==> config.mk <==
export PLATFORM = sky130hd
export DESIGN_NAME = mem_pager
export DESIGN_NICKNAME = d
export VERILOG_FILES = /design/src/zmem_pkg.sv /design/src/mem_pager.sv
export VERILOG_INCLUDE_DIRS = /design/src
export SDC_FILE = /design/constraint.sdc
export NUM_CORES = 1
export LEC_CHECK = 0
export BUFFER_PORTS_ARGS = -buffer_cell sky130_fd_sc_hd__buf_2
export CAP_MARGIN = 15
export CORE_MARGIN = 2
export CORE_UTILIZATION = 40
export DETAILED_ROUTE_END_ITERATION = 10
export GPL_TIMING_DRIVEN = 0
export PLACE_DENSITY = 0.73
export SLEW_MARGIN = 0
export SYNTH_ARGS = -nofsm -noshare
export SYNTH_HDL_FRONTEND = slang
export SYNTH_SLANG_ARGS = --single-unit
export TNS_END_PERCENT = 50
==> constraint.sdc <==
create_clock -name fclk -period 1.4 [get_ports fclk]
set_input_delay 0.07 -clock fclk [delete_from_list [all_inputs] [get_ports fclk]]
set_output_delay 0.07 -clock fclk [all_outputs]
set_load 0.02 [all_outputs]
==> src/zmem_defines.svh <==
`ifndef ZMEM_DEFINES_SVH
`define ZMEM_DEFINES_SVH

// z80 side
`define ZA_W            16
`define ZD_W            8

// window paging
`define PAGE_W          8
`define ROMPG_W         5      // rom pages reachable through rompg

// dram side
`define DA_W            21     // word address
`define DW_W            16     // word width
`define DRAM_DEPTH_LOG2 13     // implemented part of the word space

// i/o ports F0..F3 load window pages and F4 loads the rom flags
`define PAGE_PORT       8'hF0

// one refresh rotation out of this many
`define REFRESH_EVERY   8

`endif

==> src/zmem_pkg.sv <==
`default_nettype none
`include "zmem_defines.svh"

package zmem_pkg;

	typedef logic [`ZA_W-1:0]    zaddr_t;     // cpu address
	typedef logic [`ZD_W-1:0]    zdata_t;     // cpu data byte
	typedef logic [`PAGE_W-1:0]  page_t;      // 16k page in a window
	typedef logic [`ROMPG_W-1:0] rompg_t;
	typedef logic [`DA_W-1:0]    dram_addr_t; // word address
	typedef logic [`DW_W-1:0]    dram_word_t;

	// cpu speed
	typedef enum logic [1:0] {
		TURBO_35 = 2'd0,
		TURBO_7  = 2'd1,
		TURBO_14 = 2'd2
	} turbo_t;

	// dram slot phases
	typedef enum logic [1:0] {
		PH_C0,
		PH_C1,
		PH_C2,
		PH_C3
	} dram_phase_t;

	// z80 control lines, all active low
	typedef struct packed {
		logic m1_n;
		logic rfsh_n;
		logic mreq_n;
		logic iorq_n;
		logic rd_n;
		logic wr_n;
	} zbus_t;

	typedef struct packed {
		logic  romnram; // 1 for rom
		page_t page;
	} win_cfg_t;

	typedef struct packed {
		win_cfg_t win3;
		win_cfg_t win2;
		win_cfg_t win1;
		win_cfg_t win0;
	} win_map_t;

	// cpu port of the dram controller
	typedef struct packed {
		logic       req;    // level until accepted
		logic       rnw;
		dram_addr_t addr;
		zdata_t     wrdata;
		logic       wrbsel; // 1 selects the low byte
	} dram_req_t;

	typedef struct packed {
		logic       next;   // slot free this rotation
		logic       strobe; // read data valid
		dram_word_t rddata;
	} dram_rsp_t;

endpackage

`default_nettype wire

==> src/mem_pager.sv <==
`timescale 1ns/1ps
`default_nettype none
`include "zmem_defines.svh"

module mem_pager
(
	input  wire                     fclk,
	input  wire                     rst_n,
	input  wire zmem_pkg::zaddr_t   zaddr,   // only the low byte is decoded
	input  wire zmem_pkg::zdata_t   zd_in,
	input  wire zmem_pkg::zbus_t    zbus,
	input  wire                     zpos,
	output zmem_pkg::win_map_t      win_map
);

	logic io_wr;   // i/o write on the bus
	logic io_wr_r; // as seen at the last zpos
	logic io_beg;  // first zpos of the write

	// inta also has iorq low so m1 must be high
	assign io_wr  = !zbus.iorq_n && !zbus.wr_n && zbus.m1_n;
	assign io_beg = zpos && io_wr && !io_wr_r;

	always_ff @(posedge fclk or negedge rst_n)
	begin
		if (!rst_n)
			io_wr_r <= 1'b0;
		else if (zpos)
			io_wr_r <= io_wr;
	end

	// window registers come up as ram page 0
	always_ff @(posedge fclk or negedge rst_n)
	begin
		if (!rst_n)
			win_map <= '0;
		else if (io_beg)
		begin
			case (zaddr[7:0])
				`PAGE_PORT:        win_map.win0.page <= zd_in;
				`PAGE_PORT + 8'd1: win_map.win1.page <= zd_in;
				`PAGE_PORT + 8'd2: win_map.win2.page <= zd_in;
				`PAGE_PORT + 8'd3: win_map.win3.page <= zd_in;
				`PAGE_PORT + 8'd4:
				begin
					// one flag bit per window
					win_map.win0.romnram <= zd_in[0];
					win_map.win1.romnram <= zd_in[1];
					win_map.win2.romnram <= zd_in[2];
					win_map.win3.romnram <= zd_in[3];
				end
				default: ; // other ports are not ours
			endcase
		end
	end

endmodule

`default_nettype wire

* After elaboration in Yosys (flattened, before gate mapping) *
Cells that the tools add are included.

cells by class
  eq/ne operators = 5
  reduce and logical (&&, ||, !) cells = 12

operators by type and width
  kind                                   number
  8-bit == test (second input constant)  5
  2-bit AND reduction                    5
  1-bit logical AND                      4
  1-bit zero test                        3

storage, ports and cells
  register bits after elaboration = 37
  bits of input ports = 33
  output and inout port bits = 36
  word-level logic and storage cells = 26

* Longest topological paths before layout *
  word-level depth = 6
  mapped depth = 4
  gate-level depth less buffers = 3

* Worst setup path after synthesis *
No wires, ideal clock.

  path type = register to register
  start point = register io_wr_r
  end point = register win_map[0] in the netlist's numbering
  setup time = 125 ps
  data arrival time = 1254 ps
  required time = 1275 ps
  setup slack = 21 ps
  cell stages (with the launch flop) = 5
  path buffers = 1
  clock period less this slack = 1379 ps
  cells stage by stage = dfrtp_1 nor2b_1 buf_1 nand4_2 mux2_2

between the ends
  longest elaborated chain between the ends = 3

RTL lines
  element                        line             text
  start: declaration             mem_pager.sv:17  logic io_wr_r;
  start signal: assignment       mem_pager.sv:29  io_wr_r <= io_wr;
  1-bit zero test                mem_pager.sv:22  assign io_beg = zpos && io_wr && !io_wr_r;
  1-bit logical AND              mem_pager.sv:22
  2-bit AND reduction (no line)  n/a
  end: declaration               mem_pager.sv:13  output zmem_pkg::win_map_t win_map

No other way between the ends.
A chain may end at the register's enable or synchronous reset.

* Final worst setup path *
  start point = register io_wr_r
  end point = register win_map[27] in the netlist's numbering

Same word-level chain as after synthesis.

==> results.yml <==
floorplan:
  die_h_um: 64.8
  ios: 69
  dieArea_um2: 4200
  rows: 22
  start_util_pct: 41.0
  core-area_um2: 3610
  die_w_um: 64.8
drt:
  dr.pass1.iters: 4
  drc: 0
  routed_wl_mm: 3.11
  post_drt_wl_per_cell_um: 15.4
  dr.first_iter.drc_count: 39
  avgViaCountPerCell: 5.05
  vias: 1020
  ant_nets: 0
setup_path:
  reg2reg_setup_slack_ps: 9
  critPathLaunchType: "flop"
  r2r_start: "io_wr_r$_DFFE_PN0P_"
  crit_slowest_cell: "dfrtp_1"
  worstReg2RegEnd: "win_map[27]$_DFFE_PN0P_"
  path_cells: "nor2b_1, buf_4, nand4_4, mux2_2"
  cp_data_required_time_ps: 1570
  crit_arrival_ps: 1560
  cpPeakStageDelay_ps: 380
  ff2ff_path_depth: 4
  cp-end-kind: "flop"
  crit_fanout: 8
  crit_type: "reg2reg"
timing:
  fmax_ghz: 0.719
  finalCritPeriodShare_pct: 99.4
  fin_tns_setup_ps: 0
  rsz0062_at_grt: "true"
  final.setup_skew_ps: 2.97
  fin_crit_ps: 1390
  slew_headroom_pct: 46.4
  finalSetupViolations: 0
  finalMaxSlewViolations: 0
  holdWs_ps: 51.2
  tightestPinTransition_ps: 803
  finalHoldViolCount: 0
worst_hold_path:
  min_to: "io_wr_r$_DFFE_PN0P_"
  hold_path_class: "in2reg"
  hold_path_startpoint: "zpos"
  min_path_cells: 2
synth:
  netlist_instances: 89
  ys_types: 12
  yosys-top-cells-area: "dfrtp_1 63%, mux2_2 28%, nand4_2 3.4%"
  ys_warn_count: 0
  yosys.area.top_type: "dfrtp_1"
  syn-num-nets: 122
  syn_area_um2: 1480
  syn_avg_cell_area_um2: 16.6
  synth_seq_area_share_pct: 62.6
  yosysTopAreaCellShare_pct: 62.6
  synth-seq-cells: 37
pwr:
  ir_drop_uv: 379
  p_leak_uw: 0.00113
  powerDensity_nw_per_um2: 954
  power.total_uw: 1870
clock_network:
  clockRootBuffer: "clkbuf_8"
  insertion_delay_ps: 280
  cts_made_buffers: 5
  cts.sinks: 37
  clk_pin_slew_worst_paths_ps: 60
  cts_tree: "done"
  cts_buffer_depth: 2
  htree_levels: 2
run:
  drv_cap: 0
run_status:
  outcome: "finished, final reports clean"
placement:
  dp_cells: 194
  placedInstanceArea_um2: 1820
  portBuffers: 57
  gp_congestion: 0.789
global_route:
  grt_start_max_net_pins: 38
  grt_pass1_vias: 1028
  grt_first_pass_wirelength_mm: 5.20
  antenna_found_initial: 0
  grt_use_total_pct: 17.0
  grt-ovfl-total: 0
finish:
  multiInputGateArea_um2: 581
  n_fill_cell: 315
  instances_no_fill: 202
  ff_latch_area_um2: 926
  diodes: 0
  drive_gt1_share_pct: 70.1
  final_cell_area_um2: 1960
  areaGrowthSynthToFinish_pct: 32.4
  fin_nets: 188
-- power by group --
part	switching (uW)	total (uW)	internal, uW
Combinational	75.0	121	46.4
Sequential	4.74	1080	1080
Clock	337	663	327
Total	417	1870	1450
-- routing by layer --
layer  vias up  GRT usage [%]  part of all wire, %
li1        465              -                    -
met4         0           7.98                  2.0
met1       512           20.0                   41
met2        37           28.4                   51
met5         -              0                    0
met3         6           5.03                  6.6
-- flip-flops by register name, summed over array words and instances, names as in the netlist --
register	count
win_map	36
io_wr_r	1
-- worst max-delay path by stage --
stage                                    endpoint                 from  slack (ps)  cells after the start
after floorplan            win_map[0]$_DFFE_PN0P_  io_wr_r$_DFFE_PN0P_          20                      4
after global placement    win_map[33]$_DFFE_PN0P_  io_wr_r$_DFFE_PN0P_        -200                      4
after detailed placement  win_map[22]$_DFFE_PN0P_  io_wr_r$_DFFE_PN0P_        -250                      4
after CTS                 win_map[11]$_DFFE_PN0P_  io_wr_r$_DFFE_PN0P_          20                      4
after global routing      win_map[31]$_DFFE_PN0P_  io_wr_r$_DFFE_PN0P_         -70                      4
final                     win_map[27]$_DFFE_PN0P_  io_wr_r$_DFFE_PN0P_           9                      4
-- logic make-up after synthesis --
family	Yosys count	synth area share, %
AND/OR/NAND/NOR	13	8.72
multiplexers	37	28.2
buffers and inverters	2	0.507
flip-flops	37	62.6
-- critical path, delay by kind of cell (launching register included) --
family                 cells  cell delay [ps]
multiplexers               1              370
buffers and inverters      1              190
flip-flops                 1              380
AND/OR/NAND/NOR            2              340
-- layout make-up --
class / count / share of cell area, %
flip-flops and latches: 37 / 47.3
multi-input cells: 50 / 29.6
repair buffers: 59 / 15.7
clock buffers: 5 / 3.51
well taps: 48 / 3.07
plain buffers: 2 / 0.575
clock inverters: 1 / 0.256
-- placed cells by master (no fill, tap or decap), drive strengths merged --
cell / n
dlygate4sd3: 1
buf: 59
nor2b: 1
clkbuf: 6
dfrtp: 37
and4: 1
nor3b: 1
mux2: 37
clkinv: 1
nor4b: 3
and4bb: 1
nor4: 1
nand4: 5
-- metrics by stage --
step           worst slack [ps]  util (%)
6_report                   9.07      54.3
5_1_grt                   -71.5      54.3
4_1_cts                    15.1      54.2
3_5_place_dp               -247      50.6
3_3_place_gp               -202      50.6
2_1_floorplan              21.3         -
-- synth_stat cells --
| master | n |
|---|---|
| and4_1 | 1 |
| and4bb_2 | 1 |
| buf_1 | 1 |
| clkbuf_1 | 1 |
| dfrtp_1 | 37 |
| mux2_2 | 37 |
| nand4_1 | 1 |
| nand4_2 | 4 |
| nor2b_1 | 1 |
| nor3b_2 | 1 |
| nor4_1 | 1 |
| nor4b_1 | 3 |
-- what timing repair did --
item | 4_1_cts | 5_1_grt
buffers inserted | 1 | 0
endpoints found under the hold margin | 37 | 0
pin swaps | 0 | 0
setup endpoints to repair | 36 | 36
resized for setup | 6 | 1
hold buffers | 1 | 0
No activity file was read; power rests on OpenSTA's default activity.
