### config.mk
export PLATFORM = sky130hd
export DESIGN_NAME = zclk_gen
export DESIGN_NICKNAME = d
export VERILOG_FILES = /design/src/zmem_pkg.sv /design/src/zclk_gen.sv
export VERILOG_INCLUDE_DIRS = /design/src
export SDC_FILE = /design/constraint.sdc
export NUM_CORES = 1
export LEC_CHECK = 0
export ABC_AREA = 1
export BUFFER_PORTS_ARGS = -buffer_cell sky130_fd_sc_hd__buf_2
export CAP_MARGIN = 20
export CORE_AREA = 2 2 39 41
export CTS_CLUSTER_DIAMETER = 40
export DETAILED_ROUTE_END_ITERATION = 6
export DIE_AREA = 0 0 41 43
export GPL_TIMING_DRIVEN = 0
export SLEW_MARGIN = 20
export SYNTH_ARGS = -nofsm -noshare
export SYNTH_HDL_FRONTEND = slang
export SYNTH_SLANG_ARGS = --single-unit
### constraint.sdc
create_clock -name fclk -period 2 [get_ports fclk]
set_input_delay 0.2 -clock fclk [delete_from_list [all_inputs] [get_ports fclk]]
set_output_delay 0.2 -clock fclk [all_outputs]
set_load 0.02 [all_outputs]
### src/zmem_defines.svh
`ifndef ZMEM_DEFINES_SVH
`define ZMEM_DEFINES_SVH

// z80 side
`define ZA_W            16
`define ZD_W            8

// window paging
`define PAGE_W          8
`define ROMPG_W         5      // rom pages reachable through rompg

// dram side
`define DA_W            21     // word address
`define DW_W            16     // word width
`define DRAM_DEPTH_LOG2 13     // implemented part of the word space

// i/o ports F0..F3 load window pages and F4 loads the rom flags
`define PAGE_PORT       8'hF0

// one refresh rotation out of this many
`define REFRESH_EVERY   8

`endif

### src/zmem_pkg.sv
`default_nettype none
`include "zmem_defines.svh"

package zmem_pkg;

	typedef logic [`ZA_W-1:0]    zaddr_t;     // cpu address
	typedef logic [`ZD_W-1:0]    zdata_t;     // cpu data byte
	typedef logic [`PAGE_W-1:0]  page_t;      // 16k page in a window
	typedef logic [`ROMPG_W-1:0] rompg_t;
	typedef logic [`DA_W-1:0]    dram_addr_t; // word address
	typedef logic [`DW_W-1:0]    dram_word_t;

	// cpu speed
	typedef enum logic [1:0] {
		TURBO_35 = 2'd0,
		TURBO_7  = 2'd1,
		TURBO_14 = 2'd2
	} turbo_t;

	// dram slot phases
	typedef enum logic [1:0] {
		PH_C0,
		PH_C1,
		PH_C2,
		PH_C3
	} dram_phase_t;

	// z80 control lines, all active low
	typedef struct packed {
		logic m1_n;
		logic rfsh_n;
		logic mreq_n;
		logic iorq_n;
		logic rd_n;
		logic wr_n;
	} zbus_t;

	typedef struct packed {
		logic  romnram; // 1 for rom
		page_t page;
	} win_cfg_t;

	typedef struct packed {
		win_cfg_t win3;
		win_cfg_t win2;
		win_cfg_t win1;
		win_cfg_t win0;
	} win_map_t;

	// cpu port of the dram controller
	typedef struct packed {
		logic       req;    // level until accepted
		logic       rnw;
		dram_addr_t addr;
		zdata_t     wrdata;
		logic       wrbsel; // 1 selects the low byte
	} dram_req_t;

	typedef struct packed {
		logic       next;   // slot free this rotation
		logic       strobe; // read data valid
		dram_word_t rddata;
	} dram_rsp_t;

endpackage

`default_nettype wire

### src/zclk_gen.sv
`timescale 1ns/1ps
`default_nettype none

module zclk_gen
(
	input  wire                   fclk,
	input  wire                   rst_n,
	input  wire zmem_pkg::turbo_t turbo,     // cpu speed select
	input  wire                   cpu_stall, // stretch request from zmem
	output logic                  zclk,
	output logic                  zpos,      // cycle before zclk rises
	output logic                  zneg       // cycle before zclk falls
);
	import zmem_pkg::*;

	logic [1:0] half;     // half period minus one
	logic [1:0] cnt;      // cycles left before the next strobe
	logic       edge_now; // zclk toggles at the end of this cycle
	logic       level_hi; // zclk level over the coming half

	// half period is 1, 2 or 4 fclk
	always_comb
	begin
		case (turbo)
			TURBO_14: half = 2'd0;
			TURBO_7:  half = 2'd1;
			default:  half = 2'd3; // 3.5 mhz
		endcase
	end

	assign edge_now = zpos | zneg;
	assign level_hi = edge_now ? zpos : zclk;

	// strobes are registered one cycle ahead of the edge they announce
	always_ff @(posedge fclk or negedge rst_n)
	begin
		if (!rst_n)
		begin
			zclk <= 1'b0;
			cnt  <= 2'd0;
			zpos <= 1'b0;
			zneg <= 1'b0;
		end
		else
		begin
			zpos <= 1'b0;
			zneg <= 1'b0;
			if (zpos)
				zclk <= 1'b1;
			else if (zneg)
				zclk <= 1'b0;

			if (edge_now && half != 2'd0)
				cnt <= half - 2'd1;     // new half period starts
			else if (!edge_now && cnt != 2'd0)
				cnt <= cnt - 2'd1;
			else if (level_hi)
				zneg <= !cpu_stall;     // held at 0 so zclk stays high
			else
				zpos <= 1'b1;
		end
	end

	// edge strobes never collide
	a_strobes_apart: assert property (@(posedge fclk) disable iff (!rst_n)
		!(zpos && zneg));

endmodule

`default_nettype wire

---- Word-level counts from Yosys, hierarchy flattened ----
Cells that the tools add are included.
word-level totals
  bits in latches ......................... 0
  memories ................................ 0
  bits in writable memories ............... 0
  register bits ........................... 5
  ROM bits ................................ 0
  input bits .............................. 5
  output and inout bits ................... 3
  word-level logic and storage cells ...... 29
operators by class
  mux-type cells .......................... 12
  bitwise logic cells ..................... 1
  div/mod/pow operators ................... 0
  $add $sub $neg .......................... 2
  shift operators ......................... 0
  equality and inequality tests ........... 2
  reductions and logical operators ........ 8
  multipliers ............................. 0
  magnitude comparators ................... 0
operators by type and width
  cell                                                 count
  2-to-1 mux 1 bit                                     9
  nonzero test 2 bit                                   4
  2-to-1 mux 2 bit                                     2
  one-hot mux 2 bit (2 select lines)                   1
  subtractor 2 x 1 -> 2 bit, second input constant     2
  equality test 2 x 1 -> 1 bit, second input constant  1
  equality test 2 bit, second input constant           1
  logical AND 1 bit                                    2
  logical NOT 1 bit                                    2
  bitwise OR 1 bit                                     1

---- Depth between registers and ports, before layout ----
  word-level depth ........................ 5
  depth in mapped cells ................... 7
  mapped depth without buffers ............ 7

---- Worst setup path after synthesis ----
Ideal clock, no wire load.
  kind .................................... reg-to-reg
  start point ............................. register zneg
  end point ............................... register cnt[1]
  data arrival time ....................... 0.811 ns
  data required time ...................... 1.883 ns
  buffers on the path ..................... 0
  path slack .............................. 1.072 ns
  cell stages (with the launch flop) ...... 5
  clock period less this slack ............ 0.928 ns
  setup time .............................. 0.117 ns
  cells stage by stage .................... dfrtp_1 > nor2_2 > o21ai_2 > nand3_1 > nand2_1
between the ends
  word-level cells in the longest chain between the ends .. 4
  elaborated cells between the ends (all ways) .. 6
  those cells by class .................... mux (1); bitwise (1); reduce/logical (4)
ends and longest elaborated chain
  item                          line            text
  start, declared               zclk_gen.sv:12  output logic zneg
  start signal, assigned        zclk_gen.sv:58  zneg <= !cpu_stall;
  bitwise OR 1 bit (*)          zclk_gen.sv:31  assign edge_now = zpos | zneg;
  logical NOT 1 bit             zclk_gen.sv:55  else if (!edge_now && cnt != 2'd0)
  logical AND 1 bit             zclk_gen.sv:55
  nonzero test 2 bit (no line)  --
  end signal, assigned          zclk_gen.sv:54  cnt <= half - 2'd1;
  end signal, assigned          zclk_gen.sv:56  cnt <= cnt - 2'd1;
  end, declared                 zclk_gen.sv:17  logic [1:0] cnt;
Every way passes the cells marked *; elsewhere a longest branch is shown, timed or not.
A chain may end at the register's enable or synchronous reset.

---- Worst setup path in the final report ----
  start point ............................. register zneg
  end point ............................... output port zneg
No word-level cell between the ends.

==> results by stage <==
Outcome:
- The run finished with clean final reports.

Critical path:
- Counting cells, the worst reg-to-reg path comes to 4.
- The worst setup path is of the register to output pin kind.
- The setup slack of the most critical reg-to-reg path is approximately 1.1 ns.
- The cell at the slowest stage of the critical path is sky130_fd_sc_hd__dfrtp_1.
- On the worst path, the slowest cell contributes a delay of 0.39 ns.
- The arrival time reported for the critical path endpoint is ~0.80 ns.
- The buffer and inverter count on the worst path is 1.
- The startpoint of the worst-slack reg-to-reg timing path is zneg.
- On the critical path the largest part of the delay comes from flip-flops.
- The critical path goes through buf_2.
- The worst setup path is captured at an output pin.
- The endpoint of the lowest-slack register-to-register path is cnt[1].
- In this run the number of cells on the critical path is 1.
- Along the worst path, the maximum fanout reaches 3.
- STA classifies the critical path startpoint as a register.
- Data on the critical path is required at its endpoint by 1.80 ns.

Synthesis:
- The number of unique standard cell types used by synthesis is 10.
- The number of warning messages in the yosys log is 0.
- In the synthesized netlist, the number of instances is 30.
- The post-synthesis area per instance is about 8 um^2.
- The largest total area in the synthesized netlist belongs to sky130_fd_sc_hd__dfrtp_1.
- The top-area cell type share of the netlist area is 0.508.
- Ranked by total cell area, the synthesized netlist is headed by sky130_fd_sc_hd__dfrtp_1 (51%), sky130_fd_sc_hd__nand2_1 (12%), sky130_fd_sc_hd__inv_1 (9.1%).
- The cell area that synthesis handed to floorplanning was between 200 and 250 um^2.
- The post-synthesis net count is 36.
- In this run, synthesis produced a sequential element count of 5.
- The sequential element share of the synthesized area is 0.508.

Clock network:
- TritonCTS built the clock tree.
- The maximum level of the CTS H-tree is 1.
- In this run the clock root is driven by a sky130_fd_sc_hd__clkbuf_4.
- The clock passes through at most 2 buffers.
- Buffers inserted during clock tree synthesis total 3.
- For the worst-skew pair, the clock arrives at the later sink with an insertion delay of 0.24 ns.
- The post-CTS repair timing setup buffer count is 0.
- The clock net sink count is 5.
- The clock edge transition at the registers on the reported setup and hold paths is around 0.04 ns.

Route:
- For this block, the initial DRC count from the detailed router was 2.
- The overall via count from detail_route is just over 200.
- The number of DRC violations after detailed routing is 0.
- Using the TritonRoute via totals, the vias-per-cell ratio works out to about 3.5.
- The remaining antenna violation count is 0.
- The average wire per standard cell is between 7 and 8 um.
- The final routed wirelength across all metal layers is ~410 um.
- The pre-antenna-repair detailed-routing pass consisted of 4 iterations.

Global route:
- The number of antenna violations at the first check in global routing is 0.
- The via count of the first global-routing pass came to between 150 and 200.
- Across every metal layer, demand over resource in global routing totals 0.0647.
- The maximum number of pins on one net before global-route repair is 6.
- After global routing the overflow that remains totals 0.
- The first global-routing pass estimated 676 um of wire.

Timing:
- The highest clock frequency the design can meet is around 1000 MHz.
- Setup violations remaining at the end of the flow were counted as 0.
- For the finished layout, the period the worst path requires is 1.00 ns.
- The hold violation total from the final report is 0.
- The slew at the pin closest to its max-slew limit is 0.146 ns.
- The final worst hold slack is ~0.19 ns.
- The final sum of negative setup slack is 0 ns.
- Setup repair after global routing left no endpoint under its margin.
- The worst-case headroom to the max-slew limit is 0.902.
- Across the routed clock network, the largest skew measured is between 0.0009 and 0.001 ns.
- The final-report max-slew violation count is 0.
- The final worst-path cycle share is 0.500.

Die:
- The initial standard-cell utilization of the core is 0.178.
- The die covers between 1500 and 2000 um^2.
- The core area is around 1400 um^2.
- The die boundary height is ~43 um.
- During I/O placement, the number of pins put on the boundary was 8.
- The row count is 14.
- In this run the horizontal extent of the chip is ~41 um.

Hold path:
- The beginning of the worst hold path is cpu_stall.
- The kind of path behind the tightest hold check is input pin to register.
- The worst hold path was traced through 4 stages.
- The endpoint of the worst hold-timing path is zneg.

Job:
- Max-cap violations in this run came to 0.

Placement:
- Summed over all nets, the half-perimeter wirelength after detailed placement is ~320 um.
- The number of I/O port buffers is 7.
- Routability-driven placement finished with a final weighted congestion of 0.651.

Power and ir drop:
- The leakage power is roughly 0.19 nW.
- The ratio of total power to cell area is 1540 nW/um^2.
- The largest vdd supply drop is 0.419 mV.

Final layout:
- After the last flow step, the layout net total stands at 49.
- The number of antenna diodes in the final layout is 0.
- The area growth from synthesis to layout is 37.1%.
- In the final layout, the share of cells above drive strength 1 is 0.310.
[metal layers]
metal / track usage / part of all wire
met1: 0.0757 / 0.48
met2: 0.0719 / 0.47
met4: 0.100 / 0
met5: 0 / 0
met3: 0.0157 / 0.049
[kinds of logic after synthesis]
logic type	count (synthesis)	share of synthesized area
buf+inv	6	0.0914
flops	5	0.508
compound gates	1	0.0355
simple gates	17	0.315
fa+ha+maj	1	0.0508
[metrics by stage]
stage	std cells	setup slack [ns]	util	cell area (um^2)	total power, W
after floorplan	30	1.07	-	246	0.000349
after global placement	53	1.08	0.218	302	0.000407
after detailed placement	53	1.07	0.218	302	0.000412
after CTS	58	0.986	0.244	338	0.000533
after global routing	58	0.972	0.244	338	0.000573
final	58	1.00	0.244	338	0.000522
[worst max-delay path by stage]
stage / startpoint / to / slack (ns)
CTS: zneg / zneg / 0.99
floorplan: zneg / cnt[1] / 1.07
finish: zneg / zneg / 1.0
global route: zneg / zneg / 0.97
detailed placement: turbo[0] / cnt[1] / 1.07
global placement: turbo[0] / cnt[1] / 1.08
[cell usage after synthesis]
master,instances
sky130_fd_sc_hd__nand3b_1,1
sky130_fd_sc_hd__ha_1,1
sky130_fd_sc_hd__inv_1,6
sky130_fd_sc_hd__nand2_2,1
sky130_fd_sc_hd__nand3_1,4
sky130_fd_sc_hd__dfrtp_1,5
sky130_fd_sc_hd__o21ai_2,1
sky130_fd_sc_hd__nor2_2,1
sky130_fd_sc_hd__nand2_1,8
sky130_fd_sc_hd__nor2_1,2
[report_power, final]
group	internal (W)	switching, W
combinational	0.0000817	0.000142
clock	0.0000753	0.0000386
sequential	0.000147	0.0000370
[cell type report]
cell class              count  area [um^2]
well taps                  16         20.0
flip-flops and latches      5          125
fillers                   158         1050
inverters                   6         22.5
clock buffers               4         26.3
multi-input cells          19         98.8
repair buffers              8         45.0
[state kept, by name, indices dropped and copies added (netlist names)]
name  cells
zneg      1
cnt       2
zclk      1
zpos      1
[layout by cell type, fill, tap and decap left out]
master	instances
sky130_fd_sc_hd__buf_2	7
sky130_fd_sc_hd__nor2_1	2
sky130_fd_sc_hd__nor2_2	1
sky130_fd_sc_hd__dfrtp_1	5
sky130_fd_sc_hd__o21ai_2	1
sky130_fd_sc_hd__nand2_2	1
sky130_fd_sc_hd__clkbuf_4	3
sky130_fd_sc_hd__nand3_1	4
sky130_fd_sc_hd__inv_1	6
sky130_fd_sc_hd__ha_1	1
sky130_fd_sc_hd__nand2_1	8
sky130_fd_sc_hd__nand3b_1	1
sky130_fd_sc_hd__dlygate4sd3_1	1
sky130_fd_sc_hd__clkbuf_1	1
[what timing repair did]
item	4_1_cts	5_1_grt
hold buffers	1	0
endpoints found under the hold margin	5	0
gates resized for setup	0	0
Note: power is estimated with default switching activity, not from simulation.
