===== src/zmem_defines.svh =====
`ifndef ZMEM_DEFINES_SVH
`define ZMEM_DEFINES_SVH

// z80 side
`define ZA_W            16
`define ZD_W            8

// window paging
`define PAGE_W          8
`define ROMPG_W         5      // rom pages reachable through rompg

// dram side
`define DA_W            21     // word address
`define DW_W            16     // word width
`define DRAM_DEPTH_LOG2 13     // implemented part of the word space

// i/o ports F0..F3 load window pages and F4 loads the rom flags
`define PAGE_PORT       8'hF0

// one refresh rotation out of this many
`define REFRESH_EVERY   8

`endif


===== src/zmem_pkg.sv =====
`default_nettype none
`include "zmem_defines.svh"

package zmem_pkg;

	typedef logic [`ZA_W-1:0]    zaddr_t;     // cpu address
	typedef logic [`ZD_W-1:0]    zdata_t;     // cpu data byte
	typedef logic [`PAGE_W-1:0]  page_t;      // 16k page in a window
	typedef logic [`ROMPG_W-1:0] rompg_t;
	typedef logic [`DA_W-1:0]    dram_addr_t; // word address
	typedef logic [`DW_W-1:0]    dram_word_t;

	// cpu speed
	typedef enum logic [1:0] {
		TURBO_35 = 2'd0,
		TURBO_7  = 2'd1,
		TURBO_14 = 2'd2
	} turbo_t;

	// dram slot phases
	typedef enum logic [1:0] {
		PH_C0,
		PH_C1,
		PH_C2,
		PH_C3
	} dram_phase_t;

	// z80 control lines, all active low
	typedef struct packed {
		logic m1_n;
		logic rfsh_n;
		logic mreq_n;
		logic iorq_n;
		logic rd_n;
		logic wr_n;
	} zbus_t;

	typedef struct packed {
		logic  romnram; // 1 for rom
		page_t page;
	} win_cfg_t;

	typedef struct packed {
		win_cfg_t win3;
		win_cfg_t win2;
		win_cfg_t win1;
		win_cfg_t win0;
	} win_map_t;

	// cpu port of the dram controller
	typedef struct packed {
		logic       req;    // level until accepted
		logic       rnw;
		dram_addr_t addr;
		zdata_t     wrdata;
		logic       wrbsel; // 1 selects the low byte
	} dram_req_t;

	typedef struct packed {
		logic       next;   // slot free this rotation
		logic       strobe; // read data valid
		dram_word_t rddata;
	} dram_rsp_t;

endpackage

`default_nettype wire


===== src/zmem.sv =====
`timescale 1ns/1ps
`default_nettype none
`include "zmem_defines.svh"

module zmem
(
	input  wire                      fclk,
	input  wire                      rst_n,
	input  wire zmem_pkg::zaddr_t    za,
	input  wire zmem_pkg::zdata_t    zd_in,
	input  wire zmem_pkg::zbus_t     zbus,
	input  wire                      zpos,
	input  wire                      zneg,
	input  wire zmem_pkg::turbo_t    turbo,
	input  wire zmem_pkg::win_map_t  win_map,
	input  wire                      romrw_en,  // rom writable
	input  wire zmem_pkg::dram_rsp_t dram_rsp,
	output zmem_pkg::zdata_t         zd_out,
	output logic                     zd_ena,    // we own the read data
	output zmem_pkg::rompg_t         rompg,
	output logic                     romoe_n,
	output logic                     romwe_n,
	output logic                     csrom,
	output zmem_pkg::dram_req_t      dram_req,
	output logic                     cpu_stall  // holds zclk high
);
	import zmem_pkg::*;

	win_cfg_t    cfg;          // addressed window
	dram_phase_t ph;           // slot phase mirror
	logic        c3;
	logic        accept;       // request taken this cycle
	logic        turbo14;
	logic        opfetch;
	logic        memrd;
	logic        memwr;
	logic        ramreq;
	logic        ramrd;
	logic        ramwr;
	logic        ramrd_reg;    // read already sent
	logic        ramwr_reg;
	logic        cpureq_357;
	logic        r_mreq_n;     // mreq at the previous zneg
	logic        dram_beg;     // start of a 14 mhz dram cycle
	logic        cache_hit;
	logic        stall14_ini;
	logic        stall14_cyc;
	logic        stall14_cycrd;
	logic        stall14_fin;
	logic        pending_req;
	logic        rnw_r;
	logic        io_r;
	dram_word_t  rd_buf;
	logic [`ZA_W-1:1] cached_addr;
	logic        cached_valid;

	// window select
	always_comb
	begin
		case (za[15:14])
			2'd0:    cfg = win_map.win0;
			2'd1:    cfg = win_map.win1;
			2'd2:    cfg = win_map.win2;
			default: cfg = win_map.win3;
		endcase
	end

	assign rompg   = cfg.page[`ROMPG_W-1:0];
	assign csrom   = cfg.romnram;
	assign romoe_n = zbus.rd_n | zbus.mreq_n | !cfg.romnram;
	assign romwe_n = zbus.wr_n | zbus.mreq_n | !cfg.romnram | !romrw_en;
	assign zd_ena  = !zbus.mreq_n && !zbus.rd_n && !cfg.romnram;

	// same reset and step as dram_ctrl so the two phases match
	always_ff @(posedge fclk or negedge rst_n)
	begin
		if (!rst_n)
			ph <= PH_C0;
		else
			ph <= dram_phase_t'(ph + 2'd1);
	end

	assign c3      = (ph == PH_C3);
	assign accept  = c3 && dram_rsp.next;
	assign turbo14 = (turbo == TURBO_14);

	assign opfetch = !zbus.mreq_n && !zbus.m1_n;
	assign memrd   = !zbus.mreq_n && !zbus.rd_n;
	assign memwr   = !zbus.mreq_n && zbus.rd_n && zbus.rfsh_n; // rd_n high means write

	// 3.5/7 mhz requests on rd/wr rising
	assign ramreq     = !zbus.mreq_n && !cfg.romnram && zbus.rfsh_n;
	assign ramrd      = ramreq && !zbus.rd_n;
	assign ramwr      = ramreq && !zbus.wr_n;
	assign cpureq_357 = (ramrd && !ramrd_reg) || (ramwr && !ramwr_reg);

	always_ff @(posedge fclk or negedge rst_n)
	begin
		if (!rst_n)
		begin
			ramrd_reg <= 1'b0;
			ramwr_reg <= 1'b0;
		end
		else
		begin
			if (!ramrd)
				ramrd_reg <= 1'b0;
			else if (accept)
				ramrd_reg <= 1'b1;
			if (!ramwr)
				ramwr_reg <= 1'b0;
			else if (accept)
				ramwr_reg <= 1'b1;
		end
	end

	assign cache_hit = cached_valid && (za[`ZA_W-1:1] == cached_addr);

	always_ff @(posedge fclk or negedge rst_n)
	begin
		if (!rst_n)
			r_mreq_n <= 1'b1;
		else if (zneg)
			r_mreq_n <= zbus.mreq_n | !zbus.rfsh_n; // refresh counts as idle
	end

	assign dram_beg = turbo14 && zneg && r_mreq_n && !zbus.mreq_n && zbus.rfsh_n &&
		!cfg.romnram && (!cache_hit || memwr);

	// 14 mhz wait states
	// reads wait for the c3 slot then for the data strobe
	// writes wait only while no slot is free
	assign stall14_ini = dram_beg && (!dram_rsp.next || opfetch || memrd);
	assign stall14_cyc = memwr ? (pending_req && !dram_rsp.next) : stall14_cycrd;

	always_ff @(posedge fclk or negedge rst_n)
	begin
		if (!rst_n)
		begin
			stall14_cycrd <= 1'b0;
			stall14_fin   <= 1'b0;
			pending_req   <= 1'b0;
		end
		else
		begin
			if (accept)
				stall14_cycrd <= 1'b0;
			else if (dram_beg && (opfetch || memrd))
				stall14_cycrd <= 1'b1;

			if (stall14_fin && dram_rsp.strobe)
				stall14_fin <= 1'b0; // data lands in rd_buf now
			else if (accept && dram_req.req && turbo14 && (opfetch || memrd))
				stall14_fin <= 1'b1;

			if (accept)
				pending_req <= 1'b0;
			else if (dram_beg)
				pending_req <= 1'b1;
		end
	end

	always_ff @(posedge fclk)
	begin
		if (dram_beg)
			rnw_r <= !memwr;
	end

	assign cpu_stall = turbo14 ? (stall14_ini | stall14_cyc | stall14_fin) :
		(cpureq_357 && !dram_rsp.next);

	always_comb
	begin
		dram_req.req    = turbo14 ? (pending_req | dram_beg) : cpureq_357;
		dram_req.rnw    = turbo14 ? (dram_beg ? !memwr : rnw_r) : ramrd;
		dram_req.addr   = {cfg.page, za[13:1]};
		dram_req.wrdata = zd_in;
		dram_req.wrbsel = za[0];
	end

	// read word and its address
	always_ff @(posedge fclk)
	begin
		if (dram_rsp.strobe)
		begin
			rd_buf      <= dram_rsp.rddata;
			cached_addr <= za[`ZA_W-1:1];
		end
	end

	assign zd_out = za[0] ? rd_buf[`ZD_W-1:0] : rd_buf[`DW_W-1:`ZD_W]; // even byte is high

	always_ff @(posedge fclk or negedge rst_n)
	begin
		if (!rst_n)
			io_r <= 1'b0;
		else if (zpos)
			io_r <= !zbus.iorq_n;
	end

	// drop the cached word on rom access, memory write or i/o start
	always_ff @(posedge fclk or negedge rst_n)
	begin
		if (!rst_n)
			cached_valid <= 1'b0;
		else if ((zneg && r_mreq_n && !zbus.mreq_n && zbus.rfsh_n && cfg.romnram) ||
			(zneg && r_mreq_n && memwr) ||
			(zpos && !zbus.iorq_n && !io_r))
			cached_valid <= 1'b0;
		else if (dram_rsp.strobe)
			cached_valid <= 1'b1;
	end

	// dram_ctrl must see a request held until its slot takes it
	a_req_held: assert property (@(posedge fclk) disable iff (!rst_n)
		dram_req.req && !accept |=> dram_req.req);

	// cpu clock never falls on a ram read whose word is still in flight
	a_read_landed: assert property (@(posedge fclk) disable iff (!rst_n)
		zd_ena && zneg |-> !stall14_fin);

endmodule

`default_nettype wire


===== config.mk =====
export PLATFORM = sky130hd
export DESIGN_NAME = zmem
export DESIGN_NICKNAME = d
export VERILOG_FILES = /design/src/zmem_pkg.sv /design/src/zmem.sv
export VERILOG_INCLUDE_DIRS = /design/src
export SDC_FILE = /design/constraint.sdc
export NUM_CORES = 1
export LEC_CHECK = 0
export ABC_AREA = 0
export BUFFER_PORTS_ARGS = -buffer_cell sky130_fd_sc_hd__buf_2
export CAP_MARGIN = 20
export CORE_MARGIN = 5
export CORE_UTILIZATION = 38
export DETAILED_ROUTE_END_ITERATION = 8
export PLACE_DENSITY = 0.73
export SYNTH_ARGS = -nofsm -noshare
export SYNTH_HDL_FRONTEND = slang
export SYNTH_SLANG_ARGS = --single-unit

===== constraint.sdc =====
create_clock -name fclk -period 1.9 [get_ports fclk]
set_input_delay 0.095 -clock fclk [delete_from_list [all_inputs] [get_ports fclk]]
set_output_delay 0.095 -clock fclk [all_outputs]
set_load 0.1 [all_outputs]

Yosys cells after proc, flatten, opt, wreduce, memory -nomap -nowiden
Index checks and enable logic that the tools add are counted.
- ROM bits: 0
- output and inout port bits: 50
- input bits: 91
- bits in latches: 0
- bits in writable memories: 0
- register bits after elaboration: 42
- memories kept: 0
- logic and storage cells: 107
- bitwise logic cells: 9
- add/sub/neg operators: 1
- $mul: 0
- divide/modulo/power cells: 0
- order comparisons: 0
- reduce and logical (&&, ||, !) cells: 60
- equal/unequal tests: 7
- muxes and demuxes: 18
- shift operators: 0
- operator list (operator ; number):
    $logic_and 1x1->1 ; 34
    $pmux 9 s3 ; 1
    $mux 1 ; 16
    $eq 15x15->1 ; 1
    $logic_not 1->1 ; 14
    $or 1x1->1 ; 9
    $mux 8 ; 1
    $reduce_bool 2->1 ; 4
    $logic_or 1x1->1 ; 7
    $eq 2x2->1 const B ; 3
    $ne 2x2->1 const B ; 2
    $add 2x1->2 const B ; 1
    $eq 2x1->1 const B ; 1
    $logic_not 2->1 ; 1

Logic depth before layout (Yosys ltp)
- depth in word-level cells: 14
- depth in mapped cells: 7
- depth with buffers taken out: 6

Worst setup path after synthesis
Ideal clock, no wire load.
- kind: input to output
- start point: in za[14]
- end point: out zd_ena
- arrival: 3199 ps
- data required time: 1805 ps
- path buffers: 1
- cell stages on the path: 3
- setup slack: -1394 ps
- cell sequence: buf_6 mux4_2 nor3_1
- word-level cells in the longest chain between the ends: 4
- elaborated cells on any way between the ends: 6
- classes of those cells: eq/ne: 2; mux: 1; reduce/logical: 3
- ends and longest elaborated chain (item ; line ; source):
    from (decl) ; zmem.sv:9 ; input wire zmem_pkg::zaddr_t za,
    $eq 2x2->1, or another cell as far along ; zmem.sv:60 ; case (za[15:14])
    $pmux 9 s3 * ; zmem.sv:60 ;
    named net csrom ; zmem.sv:23 ; output logic csrom,
    $logic_not 1->1 * ; zmem.sv:72 ; assign zd_ena = !zbus.mreq_n && !zbus.rd_n && !cfg.romnram;
    $logic_and 1x1->1 * ; zmem.sv:72 ;
    to (decl) ; zmem.sv:19 ; output logic zd_ena,
Mark *: on every way through the listed nets, which the timed path passes. The rest lies on a longest branch.

==> results.tsv <==
stage	metric	value	unit
setup_path	critPathMaxStageDelay	0.38	ns
setup_path	r2r-start	cached_addr[8]	
sta	slew_headroom	49.2	%
sta	fmax	490	MHz
clock_network	insertion_delay	0.29	ns
setup_path	reg2reg_depth	6	
power	clock_power_share	29.4	%
power	p_switching	1.03	mW
layout	num_antenna_cells	0	
synthesis	yosysTopAreaCell	edfxtp_1	
placed_design	gp_congestion	0.907	
setup_path	end_kind	output port	
clock_network	path_clk_slew	0.08	ns
layout	largest_registers	rd_buf: 16 flops, cached_addr: 15 flops, ph: 2 flops	
clock_network	cts_root_buf	clkbuf_8	
clock_network	numCtsBuffers	5	
power	p_seq_share	37.6	%
setup_path	r2r_setup_slack	0.23	ns
setup_path	critPathKind	reg2out	
synthesis	synth_top_area_share	41.9	%
synthesis	synthArstFlopShare	23.8	%
layout	largest_register_ffs	16	
floorplanning	die_w	86.5	um
worst_hold_path	min-delay-start	zpos	
floorplanning	row_count	27	
grt	grt_util_all_layers	14.6	%
power	worst_ir_drop_vdd	424	uV
synthesis	syn_nets	256	
routing	vias	1743	
run_status	status	complete, but fails checks	
sta	worstMarginPinSlew	0.762	ns
clock_network	htree_levels	2	
routing	drc_errors	0	
routing	via_per_inst	4.79	
synthesis	synthFlopType	edfxtp_1	
layout	regMostFlops	rd_buf	
sta	slew_viol_final	0	
sta	fin_skew	0.00743	ns
setup_path	cp.arrival	1.94	ns
setup_path	reg2reg_to	rnw_r	
flow_run	maxCapViolations	0	
power	comb_power_share	33.0	%
power	sw_frac_of_total	35.9	%
layout	fillCellCount	474	
grt	gr-total-overflow	0	
synthesis	synth_area_leaders	edfxtp_1 42%, dfrtp_1 10%, buf_4 9.1%	
routing	wl_per_cell	15.0	um
floorplanning	initial_core_util	39.6	%
floorplanning	die_h	86.5	um
setup_path	critPathBufInv	1	
synthesis	ys_ff_latch	42	
run_status	violations	setup timing	
worst_hold_path	hold_path_end	io_r	
power	powerDensity	883	nW/um^2
synthesis	netlist_instances	164	
sta	setup_viol	3	
grt	grt_pass1_vias	1879	
setup_path	crit_fanout	5	
setup_path	slowest_stage	edfxtp_1	
routing	drtAntennaViolNets	0	
power	p_int	1.84	mW
setup_path	cp_cell_sequence	xor2_1 > nor4_2 > and3_1 > a21oi_4 > o31a_2 > buf_12	
synthesis	synth_area	2220	sq um
routing	dr.pass1.iters	4	
placed_design	port_buffers	124	
setup_path	required	1.80	ns
grt	antenna_found_initial	0	
layout	drive_gt1_share	56.5	%
grt	grt_max_degree	34	
layout	area_growth	46.3	%
synthesis	syn_avg_cell_area	13.5	sq um
floorplanning	die-area	7480	sq um
synthesis	ys_warn_count	0	
sta	rsz0062_at_grt	true	
synthesis	seq_area_frac_synth	54.1	%
floorplanning	core_area	5610	sq um
worst_hold_path	hold_path.class	in2reg	
worst_hold_path	hold_path_depth	2	
routing	first_iter_violations	49	
sta	hold_viol	0	
routing	wl	5.46	mm
setup_path	crit_path_start_kind	flop	
clock_network	cts_tree	built	
setup_path	path_delay_family	simple AND/OR/NAND/NOR gates	
clock_network	cts_sinks	42	
clock_network	clockBufferDepth	2	
power	p_total	2.87	mW
power	leakage	1.43	nW
synthesis	synth_edf_count	31	
synthesis	ys_types	41	
placed_design	post-place-ws	0.0771	ns
sta	period_needed	2.04	ns
sta	finalWorstSetupSlack	-0.139	ns
sta	fin_setup_tns	-0.287	ns
sta	fin_crit_sh	107	%
placed_design	hpwlAfterDp	4.16	mm
layout	finalNetCount	383	
grt	grt_first_pass_wirelength	8.60	mm
floorplanning	ios	141	
## cell type report
type / instances / area (sq um) / area share [%]
Clock buffer: 5 / 68.8 / 2.12
Clock inverter: 3 / 68.8 / 2.12
Inverter: 3 / 11.3 / 0.346
Multi-Input combinational cell: 86 / 825 / 25.4
Sequential cell: 42 / 1200 / 37.0
Tap cell: 72 / 90.1 / 2.77
Timing Repair Buffer: 153 / 986 / 30.3
## cells in the mapped netlist, types with 2 or more instances
| library cell | instances |
|---|---|
| nand4_1 | 2 |
| nor3_1 | 5 |
| buf_4 | 27 |
| xor2_1 | 4 |
| o21ai_0 | 3 |
| a21oi_1 | 7 |
| dfrtp_1 | 9 |
| clkbuf_1 | 3 |
| mux2_2 | 8 |
| and3_1 | 2 |
| xnor2_1 | 11 |
| edfxtp_1 | 31 |
| a211oi_1 | 2 |
| nand2b_1 | 3 |
| mux4_1 | 3 |
| nor2_1 | 8 |
| o22ai_1 | 2 |
| mux4_2 | 6 |
| nand3_1 | 3 |
| o21ai_1 | 2 |
| inv_1 | 3 |
## repair_timing
action | CTS | global route
setup endpoints to repair | 3 | 3
gates resized for setup | 2 | 0
setup buffers | 0 | 0
hold buffers | 20 | 3
pin swaps | 2 | 2
gates cloned | 0 | 0
endpoints found under the hold margin | 29 | 3
## how the worst max path moves through the flow
| stage | cells after the start | end | startpoint | slack, ns |
|---|---|---|---|---|
| floorplan | 7 | cpu_stall | za[14] | -0.36 |
| global placement | 8 | dram_req[30] | za[14] | 0.10 |
| detailed placement | 7 | cpu_stall | cached_addr[7] | 0.08 |
| CTS | 6 | dram_req[30] | cached_addr[8] | -0.22 |
| global route | 6 | dram_req[30] | cached_addr[8] | -0.23 |
| finish | 6 | dram_req[30] | cached_addr[8] | -0.14 |
## routing by layer
layer / up-vias / part of all wire [%] / GRT usage, %
met4: 0 / 0.42 / 5.10
met1: 806 / 42 / 18.2
met3: 2 / 9.1 / 3.61
met2: 97 / 49 / 24.5
met5: - / 0 / 0
li1: 838 / - / -
## cells by family (layout without fill, tap and decap cells)
logic type	after synthesis	in the layout	share of synthesized area [%]
multiplexers	18	18	14.4
AND/OR/NAND/NOR	30	30	7.49
buffers and inverters	36	164	11.0
AO/OA/AOI/OAI	22	22	6.53
adder cells (fa/ha/maj)	1	1	0.563
flip-flops	42	42	54.1
XOR/XNOR	15	15	5.91
## power by group through the flow
stage          clock (mW)  combinational (mW)  sequential [mW]
6_report            0.845               0.947             1.08
3_3_place_gp            0               0.903             1.10
2_1_floorplan           0               0.808             1.09
5_1_grt             0.917               0.991             1.09
3_5_place_dp            0               0.912             1.10
4_1_cts             0.873               0.949             1.08
## stage by stage
stage	utilization [%]	hold slack, ns	std cells	cell area [sq um]
3_5_place_dp	51.2	-0.0275	333	2870
5_1_grt	58.0	0.00254	364	3250
4_1_cts	57.5	0.000888	361	3220
3_3_place_gp	51.2	-0.0332	333	2870
2_1_floorplan	-	-0.201	164	2270
6_report	58.0	0.0183	364	3250
## worst register-to-register path: stages, from the launching register on
cell      delay (ns)
edfxtp_1        0.38
xor2_1          0.16
nor4_2          0.28
and3_1          0.24
a21oi_4         0.10
nand2b_4        0.11
mux2_4          0.30
## cells in the final DEF (no fill, tap or decap), types with 5 or more instances in the layout
cell type / instances
nor2_1: 8
buf_12: 6
buf_2: 118
buf_4: 6
dlygate4sd3_1: 23
edfxtp_1: 31
dfrtp_1: 9
mux4_2: 6
xnor2_1: 11
mux2_2: 8
clkbuf_8: 5
a21oi_1: 6
No activity file was read; power rests on OpenSTA's default activity.
